File: config.mk
export PLATFORM = sky130hd
export DESIGN_NAME = radar_pulse_controller
export DESIGN_NICKNAME = d
export VERILOG_FILES = /design/src/rtl/pulse_pkg.sv /design/src/rtl/param_shadow.sv /design/src/rtl/phase_timers.sv /design/src/rtl/pulse_sequencer.sv /design/src/rtl/radar_pulse_controller.sv
export VERILOG_INCLUDE_DIRS = /design/src /design/src/rtl
export SDC_FILE = /design/constraint.sdc
export NUM_CORES = 1
export LEC_CHECK = 0
export CORE_ASPECT_RATIO = 1.75
export CORE_UTILIZATION = 45
export DETAILED_ROUTE_END_ITERATION = 16
export DONT_BUFFER_PORTS = 1
export PLACE_DENSITY = 0.69
export SLEW_MARGIN = 20
export SYNTH_ARGS = -nofsm -noshare
export SYNTH_HDL_FRONTEND = slang
export SYNTH_HIERARCHICAL = 1
export SYNTH_SLANG_ARGS = --single-unit
File: constraint.sdc
create_clock -name aclk -period 3 [get_ports aclk]
set_input_delay 0.3 -clock aclk [delete_from_list [all_inputs] [get_ports aclk]]
set_output_delay 0.3 -clock aclk [all_outputs]
set_load 0.01 [all_outputs]
File: src/rtl/pulse_macros.svh
`ifndef PULSE_MACROS_SVH
`define PULSE_MACROS_SVH

////////////////////////////////////////////////////////////
// prf count after reset
////////////////////////////////////////////////////////////
// integer word of the prf count
`define PULSE_PRF_INT_INIT 32'h0000_0000
// fractional word, 10 s at 245.76 MHz
`define PULSE_PRF_FRAC_INIT 32'h927c_0000

// adc collect length after reset, in cycles
`define PULSE_ADC_LIMIT 32'd200

// fixed phase lengths
`define PULSE_PROCESS_CYCLES 32'd2
`define PULSE_OVERHEAD_CYCLES 32'd2

// chirp parameter block after reset
`define PULSE_CH_TUNING_INIT 32'h0000_0001
`define PULSE_CH_COUNTER_MAX_INIT 32'h0000_0fff
`define PULSE_CH_FREQ_OFFSET_INIT 32'h0000_0600
`define PULSE_CH_CTRL_INIT 32'h0000_0000

`endif

File: src/rtl/pulse_pkg.sv
`default_nettype none

package pulse_pkg;

  ////////////////////////////////////////////////////////////
  // timing words
  ////////////////////////////////////////////////////////////
  // runtime timing word from the register map
  typedef logic [31:0] time_word_t;

  // integer word on top, fractional word below
  typedef logic [63:0] prf_count_t;

  // chirp parameter block, ctrl word in the top bits
  typedef struct packed {
    time_word_t ctrl_word;
    time_word_t freq_offset;
    time_word_t tuning_coef;
    time_word_t counter_max;
  } chirp_params_t;

  // sequencer phases
  // codes 5 and 6 are unused, fall back to idle
  typedef enum logic [2:0] {
    IDLE     = 3'b000,
    ACTIVE   = 3'b001,
    CHIRP    = 3'b010,
    COLLECT  = 3'b011,
    PROCESS  = 3'b100,
    OVERHEAD = 3'b111
  } pulse_state_e;

endpackage

`default_nettype wire

File: src/rtl/param_shadow.sv
`default_nettype none

module param_shadow
  import pulse_pkg::*;
#(
  parameter type payload_t = time_word_t,
  parameter payload_t reset_value = '0
) (
  input  wire      aclk,
  input  wire      aresetn,
  input  payload_t din,
  output payload_t dout
);

  // two capture stages
  payload_t din_q1;
  payload_t din_q2;
  // hold register, only loads on a change
  payload_t hold_q;

  always_ff @(posedge aclk) begin
    if (!aresetn) begin
      din_q1 <= reset_value;
      din_q2 <= reset_value;
      hold_q <= reset_value;
    end else begin
      din_q1 <= din;
      din_q2 <= din_q1;
      // change detect against the held copy
      if (din_q2 != hold_q) begin
        hold_q <= din_q2;
      end
    end
  end

  // new input value shows up three cycles later
  assign dout = hold_q;

endmodule

`default_nettype wire

File: src/rtl/phase_timers.sv
`default_nettype none

`include "pulse_macros.svh"

module phase_timers
  import pulse_pkg::*;
(
  input  wire          aclk,
  input  wire          aresetn,
  input  pulse_state_e state,
  input  prf_count_t   prf_count_max,
  input  time_word_t   adc_collect_max,
  output logic         prf_expired,
  output logic         collect_last,
  output logic         process_last,
  output logic         overhead_last
);

  // down counters, one per timed phase
  prf_count_t prf_count;
  time_word_t collect_count;
  time_word_t process_count;
  time_word_t overhead_count;

  ////////////////////////////////////////////////////////////
  // prf wait
  ////////////////////////////////////////////////////////////
  // reload in idle, P+1 cycles of active down to zero
  always_ff @(posedge aclk) begin
    if (!aresetn) begin
      prf_count <= '0;
    end else if (state == IDLE) begin
      prf_count <= prf_count_max;
    end else if (state == ACTIVE && prf_count != '0) begin
      prf_count <= prf_count - 1'b1;
    end
  end

  ////////////////////////////////////////////////////////////
  // adc collect
  ////////////////////////////////////////////////////////////
  // M cycles, last one flagged at count 1
  always_ff @(posedge aclk) begin
    if (!aresetn) begin
      collect_count <= '0;
    end else if (state == IDLE) begin
      collect_count <= adc_collect_max;
    end else if (state == COLLECT && collect_count != '0) begin
      collect_count <= collect_count - 1'b1;
    end
  end

  ////////////////////////////////////////////////////////////
  // process and overhead
  ////////////////////////////////////////////////////////////
  // fixed lengths from the macros
  always_ff @(posedge aclk) begin
    if (!aresetn) begin
      process_count <= '0;
    end else if (state == IDLE) begin
      process_count <= `PULSE_PROCESS_CYCLES;
    end else if (state == PROCESS && process_count != '0) begin
      process_count <= process_count - 1'b1;
    end
  end

  always_ff @(posedge aclk) begin
    if (!aresetn) begin
      overhead_count <= '0;
    end else if (state == IDLE) begin
      overhead_count <= `PULSE_OVERHEAD_CYCLES;
    end else if (state == OVERHEAD && overhead_count != '0) begin
      overhead_count <= overhead_count - 1'b1;
    end
  end

  // end-of-phase flags for the sequencer
  assign prf_expired   = (prf_count == '0);
  assign collect_last  = (collect_count == time_word_t'(1));
  assign process_last  = (process_count == time_word_t'(1));
  assign overhead_last = (overhead_count == time_word_t'(1));

endmodule

`default_nettype wire

File: src/rtl/pulse_sequencer.sv
`default_nettype none

module pulse_sequencer
  import pulse_pkg::*;
(
  input  wire          aclk,
  input  wire          aresetn,
  // chirp side, levels and a done pulse
  input  wire          chirp_ready,
  input  wire          chirp_active,
  input  wire          chirp_done,
  // flags from the phase timers
  input  wire          prf_expired,
  input  wire          collect_last,
  input  wire          process_last,
  input  wire          overhead_last,
  output pulse_state_e state,
  output logic         chirp_init,
  output logic         chirp_enable,
  output logic         adc_enable
);

  pulse_state_e state_q;
  pulse_state_e state_d;

  ////////////////////////////////////////////////////////////
  // next state
  ////////////////////////////////////////////////////////////
  always_comb begin
    state_d = state_q;
    case (state_q)
      IDLE: begin
        // one idle cycle, timers reload here
        if (chirp_ready) begin
          state_d = ACTIVE;
        end
      end
      ACTIVE: begin
        // prf elapsed, but hold until the dac is ready
        if (chirp_ready && prf_expired) begin
          state_d = CHIRP;
        end
      end
      CHIRP: begin
        if (chirp_done) begin
          state_d = COLLECT;
        end
      end
      COLLECT: begin
        if (collect_last) begin
          state_d = PROCESS;
        end
      end
      PROCESS: begin
        // no transmit path, straight to overhead
        if (process_last) begin
          state_d = OVERHEAD;
        end
      end
      OVERHEAD: begin
        if (overhead_last) begin
          state_d = IDLE;
        end
      end
      default: begin
        // unused encodings
        state_d = IDLE;
      end
    endcase
  end

  always_ff @(posedge aclk) begin
    if (!aresetn) begin
      state_q <= IDLE;
    end else begin
      state_q <= state_d;
    end
  end

  ////////////////////////////////////////////////////////////
  // chirp and adc strobes
  ////////////////////////////////////////////////////////////
  // all registered, one cycle behind the state
  always_ff @(posedge aclk) begin
    if (!aresetn) begin
      chirp_enable <= 1'b0;
      adc_enable   <= 1'b0;
      chirp_init   <= 1'b0;
    end else begin
      chirp_enable <= (state_q == CHIRP);
      // adc runs through chirp and collect
      adc_enable   <= (state_q == CHIRP) || (state_q == COLLECT);
      // single pulse as enable rises, skipped if the chirp is already running
      chirp_init   <= (state_q == CHIRP) && !chirp_active && !chirp_enable;
    end
  end

  assign state = state_q;

endmodule

`default_nettype wire

File: src/rtl/radar_pulse_controller.sv
`default_nettype none

`include "pulse_macros.svh"

module radar_pulse_controller
  import pulse_pkg::*;
(
  input  wire           aclk,
  input  wire           aresetn,
  // runtime timing from the register map
  input  time_word_t    chirp_time_int,
  input  time_word_t    chirp_time_frac,
  input  time_word_t    adc_sample_time,
  // chirp parameter block, passed on to the chirp generator
  input  chirp_params_t chirp_parameters_in,
  output chirp_params_t chirp_parameters_out,
  // chirp generator handshake-free strobes
  input  wire           chirp_ready,
  input  wire           chirp_active,
  input  wire           chirp_done,
  output logic          chirp_init,
  output logic          chirp_enable,
  output logic          adc_enable
);

  ////////////////////////////////////////////////////////////
  // shadow registers
  ////////////////////////////////////////////////////////////
  // reset defaults of the three shadows
  localparam prf_count_t PRF_RESET = {`PULSE_PRF_INT_INIT, `PULSE_PRF_FRAC_INIT};
  localparam chirp_params_t CH_RESET = '{
    ctrl_word:   `PULSE_CH_CTRL_INIT,
    freq_offset: `PULSE_CH_FREQ_OFFSET_INIT,
    tuning_coef: `PULSE_CH_TUNING_INIT,
    counter_max: `PULSE_CH_COUNTER_MAX_INIT
  };

  prf_count_t   prf_time_raw;
  prf_count_t   prf_count_max;
  time_word_t   adc_collect_max;
  pulse_state_e state;
  logic         prf_expired;
  logic         collect_last;
  logic         process_last;
  logic         overhead_last;

  // both prf words share one shadow
  assign prf_time_raw = {chirp_time_int, chirp_time_frac};

  param_shadow #(.payload_t(prf_count_t), .reset_value(PRF_RESET)) u_prf_shadow (
    .aclk    (aclk),
    .aresetn (aresetn),
    .din     (prf_time_raw),
    .dout    (prf_count_max)
  );

  param_shadow #(.payload_t(time_word_t), .reset_value(`PULSE_ADC_LIMIT)) u_adc_shadow (
    .aclk    (aclk),
    .aresetn (aresetn),
    .din     (adc_sample_time),
    .dout    (adc_collect_max)
  );

  param_shadow #(.payload_t(chirp_params_t), .reset_value(CH_RESET)) u_chirp_shadow (
    .aclk    (aclk),
    .aresetn (aresetn),
    .din     (chirp_parameters_in),
    .dout    (chirp_parameters_out)
  );

  ////////////////////////////////////////////////////////////
  // timers and state machine
  ////////////////////////////////////////////////////////////
  phase_timers u_timers (
    .aclk            (aclk),
    .aresetn         (aresetn),
    .state           (state),
    .prf_count_max   (prf_count_max),
    .adc_collect_max (adc_collect_max),
    .prf_expired     (prf_expired),
    .collect_last    (collect_last),
    .process_last    (process_last),
    .overhead_last   (overhead_last)
  );

  pulse_sequencer u_sequencer (
    .aclk          (aclk),
    .aresetn       (aresetn),
    .chirp_ready   (chirp_ready),
    .chirp_active  (chirp_active),
    .chirp_done    (chirp_done),
    .prf_expired   (prf_expired),
    .collect_last  (collect_last),
    .process_last  (process_last),
    .overhead_last (overhead_last),
    .state         (state),
    .chirp_init    (chirp_init),
    .chirp_enable  (chirp_enable),
    .adc_enable    (adc_enable)
  );

endmodule

`default_nettype wire

==> results by group, run 1 <==
Drt
  • Post-route ant nets: 0
  • Drt drc: 0
  • Drt via density: roughly 5.1
  • Drt pass-1 iters: 5
  • Uppermost layer routed: met5
  • WL/cell: 18.5 um
  • DR iter-0 viols: 951
  • Met3 routed WL: 5530 um
  • Met2 routed WL: 37000 um
  • Met1 Wirelength: 26700 um
  • Routed via count: 19600
  • Drt total wl: around 72000 um

Die
  • Num rows: 118
  • Die Ht: 327 um
  • # IOs: 360
  • Die area: 61500 um2
  • Chip width: 188 um
  • Core area: 59500 um2
  • Starting Density: 45.7%

Clock network
  • Htree depth: 3
  • Worst-path clk slew: 0.06 ns
  • CTS Sinks: 838
  • Total CTS buffers: 75
  • Maximum clock insertion buffer count: 3
  • CTS root buf: clkbuf_16
  • Worst-Skew Late Latency: between 0.6 and 0.7 ns
  • TritonCTS clock tree: yes

Setup path
  • Setup slack, reg-to-reg: roughly 0.11 ns
  • Critical R2R Capture: u_timers/prf_count[52]
  • CP Data Required Time: 3.52 ns
  • Crit Path Class: flip-flop to flip-flop
  • Worst path arrival time: ~3.4 ns
  • CP Max Fanout: 9
  • Startpoint Class: flip-flop
  • Reg2reg start: u_timers/prf_count[36]
  • FF-to-FF path depth: 10
  • Worst setup path start: u_timers/prf_count[36]
  • Critical path endpoint category: flip-flop

Yosys
  • Mean post-synth cell area: 10.6 um2
  • Post-synth EDFFs: 0
  • Synthesis warning total: 6
  • Register area share after synthesis: around three fifths
  • Ys flop type: dfxtp_1
  • Synth Cell Area: roughly 27000 um2
  • Asr flop ratio synth: 0%
  • Synth unique cells: between 60 and 70
  • Syn nets: 2801
  • Post-Syn Instances: 2562
  • Count of state elements after synthesis: between 800 and 900

Cells and area
  • Finished Layout Cells: just under 4000
  • Proportion of layout cells with a drive suffix above 1: 6.62%
  • Fillers: 4506
  • Nets: 3278
  • Cell area after layout: 35300 um2
  • Seq. cell area: 16800 um2
  • Multi-input logic area: 9640 um2
  • Area delta synth->final: 29.8%

Timing
  • Number of setup violations in the final report: 0
  • Clk_skew: around 0.015 ns
  • Worst hold margin: around 0.049 ns
  • Max Clock Freq: 346 MHz
  • Part of the cycle the worst path needs: 96.2%
  • Final Hold Viols: 0
  • Worst-margin pin slew: 0.891 ns
  • Slew HR: 40.3%
  • Final period demand of the worst path: 2.89 ns
  • Slew Limit Fails: 0

Power
  • VDD IR-drop max: 0.627 mV
  • P_leak: 14.2 nW
  • Final total power: 28.7 mW
  • Pwr dens: 813 nW/um2

Place
  • RePlAce Congestion: 0.876
  • Placed inst area: 27700 um2
  • Port bufs: 0
  • Inst Count DP: 3240
  • Dpl hpwl: 38500 um

GRT
  • Pin count of the biggest net entering global routing: 284
  • Number of global-route vias before repair: 21000
  • First-pass GRT wire length: 113000 um
  • GRT Total Usage: 23.2%
  • GR Overflow Total: 0
  • Initial antenna violation count: 7

Worst hold path
  • Hold Path Depth: 2
  • Worst min path class: primary input to flip-flop
  • Endpoint, Worst Hold: u_timers/prf_count[53]
  • Worst hold path startpoint: aresetn

Run status
  • Status: finished, final reports clean

Run
  • Total of max-cap violations: 0
[critical path, stage by stage (launching register included)]
cell	delay, ns
dfxtp_1	0.34
or4_1	0.57
nand4b_2	0.25
buf_4	0.20
nor4_2	0.15
buf_4	0.17
a31oi_2	0.10
buf_4	0.19
o221ai_1	0.17
dlygate4sd3_1	0.58
a21oi_1	0.05
[worst max-delay path by stage]
| stage | to | slack, ns | cells after the start |
|---|---|---|---|
| floorplan | u_timers/overhead_count[31] | 0.40 | 9 |
| global placement | u_timers/prf_count[62] | 0.22 | 9 |
| detailed placement | u_timers/prf_count[62] | 0.19 | 9 |
| CTS | u_timers/prf_count[52] | 0.13 | 10 |
| global route | u_timers/prf_count[52] | -0.0005 | 10 |
| finish | u_timers/prf_count[52] | 0.11 | 10 |
[placed cells by master, fill, tap and decap left out, types with 47 or more instances in the layout]
cell type,instances
nor3_1,71
nand2b_1,83
clkbuf_16,75
dfxtp_1,838
o21ai_0,87
nor2_1,153
a21oi_1,80
and2_1,600
nand2_1,75
dlygate4sd3_1,496
xnor2_1,47
[registers in the layout (all words and copies together) (netlist names), 64 cells and up]
| signal | count |
|---|---|
| u_chirp_shadow/din_q1 | 128 |
| u_chirp_shadow/din_q2 | 128 |
| u_chirp_shadow/dout | 128 |
| u_prf_shadow/din_q1 | 64 |
| u_prf_shadow/din_q2 | 64 |
| u_prf_shadow/dout | 64 |
| u_timers/prf_count | 64 |
[metrics by stage]
stage	worst slack [ns]	utilization [%]	setup TNS, ns
after floorplan	0.400	-	0
after detailed placement	0.187	46.6	0
after global routing	-0.000541	59.4	-0.000541
after CTS	0.134	59.3	0
after global placement	0.218	46.6	0
final	0.113	59.4	0
[cell usage after synthesis (all sizes together) (21+ instances only)]
cell type / count / area, um2
nor2: 154 / 578
o21ai: 91 / 459
nor3: 72 / 365
xor2: 39 / 342
nand3: 27 / 140
or4: 27 / 221
nand2: 75 / 282
xnor2: 47 / 412
buf: 46 / 367
nor4: 44 / 294
or3: 27 / 170
dfxtp: 838 / 16800
and2: 600 / 3750
clkbuf: 93 / 404
o221ai: 21 / 184
nand2b: 83 / 519
a21oi: 81 / 405
[per-layer routing]
metal | global-route usage, % | up-vias
li1 | - | 9447
met1 | 24.2 | 9297
met2 | 42.5 | 722
met3 | 7.08 | 165
met4 | 10.2 | 4
met5 | 0 | -
[timing repair]
| item | in CTS | in global routing |
|---|---|---|
| gates resized for setup | 0 | 4 |
| buffers inserted | 0 | 2 |
| hold buffers | 501 | 0 |
| setup endpoints to repair | 0 | 7 |
| hold endpoints to repair | 571 | 0 |
[cells by family (layout without fill, tap and decap cells)]
family / after synthesis / after routing / share of synthesized area (%)
compound gates: 283 / 283 / 6.53
xor+xnor: 86 / 86 / 2.77
fa+ha+maj: 10 / 10 / 0.460
buf+inv: 156 / 693 / 3.07
flops: 838 / 838 / 61.7
mux: 13 / 13 / 0.478
other cells: 0 / 4 / 0
simple gates: 1176 / 1176 / 25.0
[report_power, final]
part | switching (mW) | internal, mW | total, mW
combinational | 3.58 | 2.55 | 6.14
clock | 4.37 | 5.27 | 9.63
sequential | 0.907 | 12.0 | 12.9
total | 8.86 | 19.9 | 28.7
[final cells by class]
cell class / instances / share of cell area, %
well taps: 780 / 2.76
clock inverters: 40 / 1.15
diodes: 4 / 0.0283
flip-flops and latches: 838 / 47.5
multi-input cells: 1568 / 27.3
clock buffers: 97 / 5.80
repair buffers: 539 / 15.3
inverters: 17 / 0.181
No activity file was read; power rests on OpenSTA's default activity.
==> run 2: changes to the inputs <==
ABC_AREA = 1   (was not set)
==> run 2 against run 1 <==
Against the previous run:
- the flow now finishes with violations (slew limit)
- global-route usage shrank 0.22 points
- die area grew 13%
- via count rose by 24%
- final cell count up 35%
- setup slack improved by 0.51 ns
==> results by group, run 2 <==
Worst hold path
  • Hold Path Depth: 7 (+5)
  • Worst min path class: primary input to flip-flop
  • Worst hold path startpoint: chirp_ready
  • Endpoint, Worst Hold: u_sequencer/state[1]

Cells and area
  • Most common cell after layout, fill and taps aside: nand2_1
  • Nets: 4512 (+38%)
  • Commonest non-fill, non-tap cells in the layout: 1185 x nand2_1, 838 x dfxtp_1, 776 x inv_1
  • Cell area after layout: 36600 um2 (+3.7%)
  • Final cell utilization of the core: 54.3% (-5.1 points)
  • Proportion of layout cells with a drive suffix above 1: 5.26% (-1.4 points)
  • Fillers: 5982 (+33%)
  • Area delta synth->final: 19.1%

Yosys
  • Syn nets: 4267 (+52%)
  • Post-synth EDFFs: 0 (unchanged)
  • Post-synth top area share: 54.6% (-7.1 points)
  • Synth Cell Area: 30800 um2 (+13%)
  • Ys flop type: dfxtp_1
  • Post-Syn Instances: 4028 (+57%)
  • Commonest cells post-synth: 1186 x nand2_1, 838 x dfxtp_1, 776 x inv_1
  • Count of state elements after synthesis: 838 (unchanged)
  • Synthesis warning total: 6 (unchanged)
  • Area leader, netlist: dfxtp_1
  • Synth unique cells: 39 (-43%)
  • Register area share after synthesis: 54.6% (-7.1 points)
  • Synth area leaders: dfxtp_1 55%, nand2_1 14%, inv_1 9.5%
  • Most frequent cell after synthesis: nand2_1
  • Mean post-synth cell area: 7.63 um2 (-28%)
  • Asr flop ratio synth: 0% (unchanged)

Die
  • Die Ht: 348 um (+6.3%)
  • Die area: 69400 um2 (+13%)
  • Chip width: 200 um (+6.2%)
  • Starting Density: 45.6% (-0.15 points)
  • Num rows: 126 (+6.8%)
  • Core area: 67500 um2 (+13%)
  • # IOs: 360 (unchanged)

Clock network
  • Maximum clock insertion buffer count: 3 (unchanged)
  • Htree depth: 3 (unchanged)
  • Worst-Skew Late Latency: 0.64 ns (about the same)
  • CTS resizes: 0 (unchanged)
  • CTS root buf: clkbuf_16
  • Worst-path clk slew: 0.07 ns (about the same)
  • Total CTS buffers: 75 (unchanged)
  • TritonCTS clock tree: yes
  • CTS Sinks: 838 (unchanged)

Timing
  • Worst hold margin: 0.139 ns (+0.0902 ns)
  • Number of setup violations in the final report: 0 (unchanged)
  • Setup TNS: 0 ns (unchanged)
  • Slew Limit Fails: 179 (+179)
  • Final Hold Viols: 0 (unchanged)
  • Clk_skew: 0.0392 ns (+0.0245 ns)
  • Worst-margin pin slew: 1.62 ns (+0.724 ns)
  • Post-route setup slack: 0.626 ns (+0.513 ns)
  • Final period demand of the worst path: 2.37 ns (-0.513 ns)
  • RSZ-0062 raised after global routing: false
  • Slew HR: -7.67% (-48 points)
  • Max Clock Freq: 421 MHz (+22%)
  • Part of the cycle the worst path needs: 79.1% (-17 points)

Setup path
  • Reg2reg start: u_sequencer/state[2]
  • CP Data Required Time: 3.54 ns (+0.02 ns)
  • Master of the slowest instance on the critical path: clkinv_2
  • Most Frequent Cell on Critical Path: nor2_1
  • FF-to-FF path depth: 6 (-4)
  • CP Max Fanout: 62 (+53)
  • CP cell instances: nor2_1 -> nand2_4 -> inv_1 -> nor2_1 -> clkinv_2 -> a21oi_1
  • Worst path arrival time: 2.91 ns (-0.49 ns)
  • Setup slack, reg-to-reg: 0.63 ns (+0.51 ns)
  • Critical path endpoint category: flip-flop
  • Crit Path Class: flip-flop to flip-flop
  • Critical R2R Capture: u_timers/process_count[9]
  • Crit-path max cell delay: 0.69 ns (+0.11 ns)
  • Startpoint Class: flip-flop
  • Critical path depth: 6 (-4)
  • Cell family with most CP delay: buffers and inverters
  • Buf/Inv on CP: 2 (-2)

Power
  • Pwr dens: 948 nW/um2 (+17%)
  • VDD IR-drop max: 0.601 mV (-4.1%)
  • P_leak: 20.0 nW (+41%)

Drt
  • DR iter-0 viols: 1374 (+44%)
  • Drt total wl: 80700 um (+12%)
  • Drt pass-1 iters: 6 (+1)
  • Drt via density: 4.66 (-7.9%)
  • Routed via count: 24400 (+24%)
  • WL/cell: 15.4 um (-17%)
  • Drt drc: 0 (unchanged)
  • Post-route ant nets: 0 (unchanged)

GRT
  • Number of global-route vias before repair: 24400 (+16%)
  • Pin count of the biggest net entering global routing: 593 (+110%)
  • First-pass GRT wire length: 125000 um (+11%)
  • GRT Total Usage: 23.0% (-0.22 points)
  • GR Overflow Total: 0 (unchanged)
  • Initial antenna violation count: 8 (+1)

Run status
  • Status: complete, but fails checks
  • Failing checks: slew limit

Place
  • RePlAce Congestion: 0.952 (+8.7%)
  • Dpl hpwl: 49300 um (+28%)
  • Port bufs: 0 (unchanged)
  • Place WS: 0.745 ns (+0.558 ns)
  • Placed inst area: 31000 um2 (+12%)

Run
  • Total of max-cap violations: 0 (unchanged)
[run 2: cell count changes after synthesis, sizes merged, moves of 42 or more]
cell    before   now
buf         46   107
nand2       75  1203
and2       600     1
inv         17   792
clkbuf      93    33
nand2b      83     0
nor4        44     2
nand3       27    99
nor2       154   523
[run 2: final cells by class]
cell class	instances	area [um2]	share of cell area, %
Sequential cell	838	16800	45.8
Clock inverter	35	554	1.51
Inverter	793	2980	8.14
Timing Repair Buffer	308	3100	8.47
Antenna cell	8	20.0	0.0547
Multi-Input combinational cell	2257	9940	27.1
Clock buffer	101	2120	5.80
Tap cell	896	1120	3.06
[run 2: worst max path at each step]
stage | slack [ns] | endpoint | from
final | 0.63 | u_timers/process_count[9] | u_sequencer/state[2]
after global routing | 0.39 | u_timers/overhead_count[26] | u_sequencer/state[2]
after CTS | 0.73 | u_timers/collect_count[26] | u_sequencer/state[0]
after detailed placement | 0.74 | u_timers/collect_count[26] | u_sequencer/state[0]
after global placement | 0.73 | u_timers/collect_count[26] | u_sequencer/state[0]
after floorplan | 1.13 | u_sequencer/state[0] | u_timers/prf_count[0]
[run 2: layer usage]
layer / track usage (%) / vias to the layer above / wire [um]
met3: 5.32 / 243 / 4780
met4: 12.6 / 2 / 4180
li1: - / 12200 / -
met5: 0 / - / 13
met1: 23.2 / 11200 / 29500
met2: 42.6 / 743 / 42200
[run 2: kinds of logic after synthesis]
kind of cell	count (synthesis)	synth area share [%]
xor+xnor	90	2.56
simple gates	1912	24.9
buf+inv	933	13.1
flops	838	54.6
mux	2	0.0651
fa+ha+maj	10	0.407
compound gates	243	4.36
[run 2: power breakdown]
part | internal (mW) | total [mW] | switching, mW
registers | 12.2 | 13.2 | 1.04
clock network | 5.86 | 10.3 | 4.43
logic | 3.79 | 11.2 | 7.43
total | 21.8 | 34.7 | 12.9
[run 2: stage by stage]
| stage | power (mW) | instances |
|---|---|---|
| 6_report | 34.7 | 5236 |
| 2_1_floorplan | 21.5 | 4028 |
| 3_3_place_gp | 24.0 | 4798 |
| 3_5_place_dp | 24.1 | 4798 |
| 4_1_cts | 34.7 | 5228 |
| 5_1_grt | 36.8 | 5235 |
[run 2: what timing repair did]
item,in CTS,in global routing
buffers inserted,0,0
hold buffers,294,0
hold endpoints to repair,403,0
[run 2: tightest hold or removal path: cells and delay by family]
| kind | cells | cell delay, ns |
|---|---|---|
| buf+inv | 1 | 0.04 |
| simple gates | 6 | 0.40 |
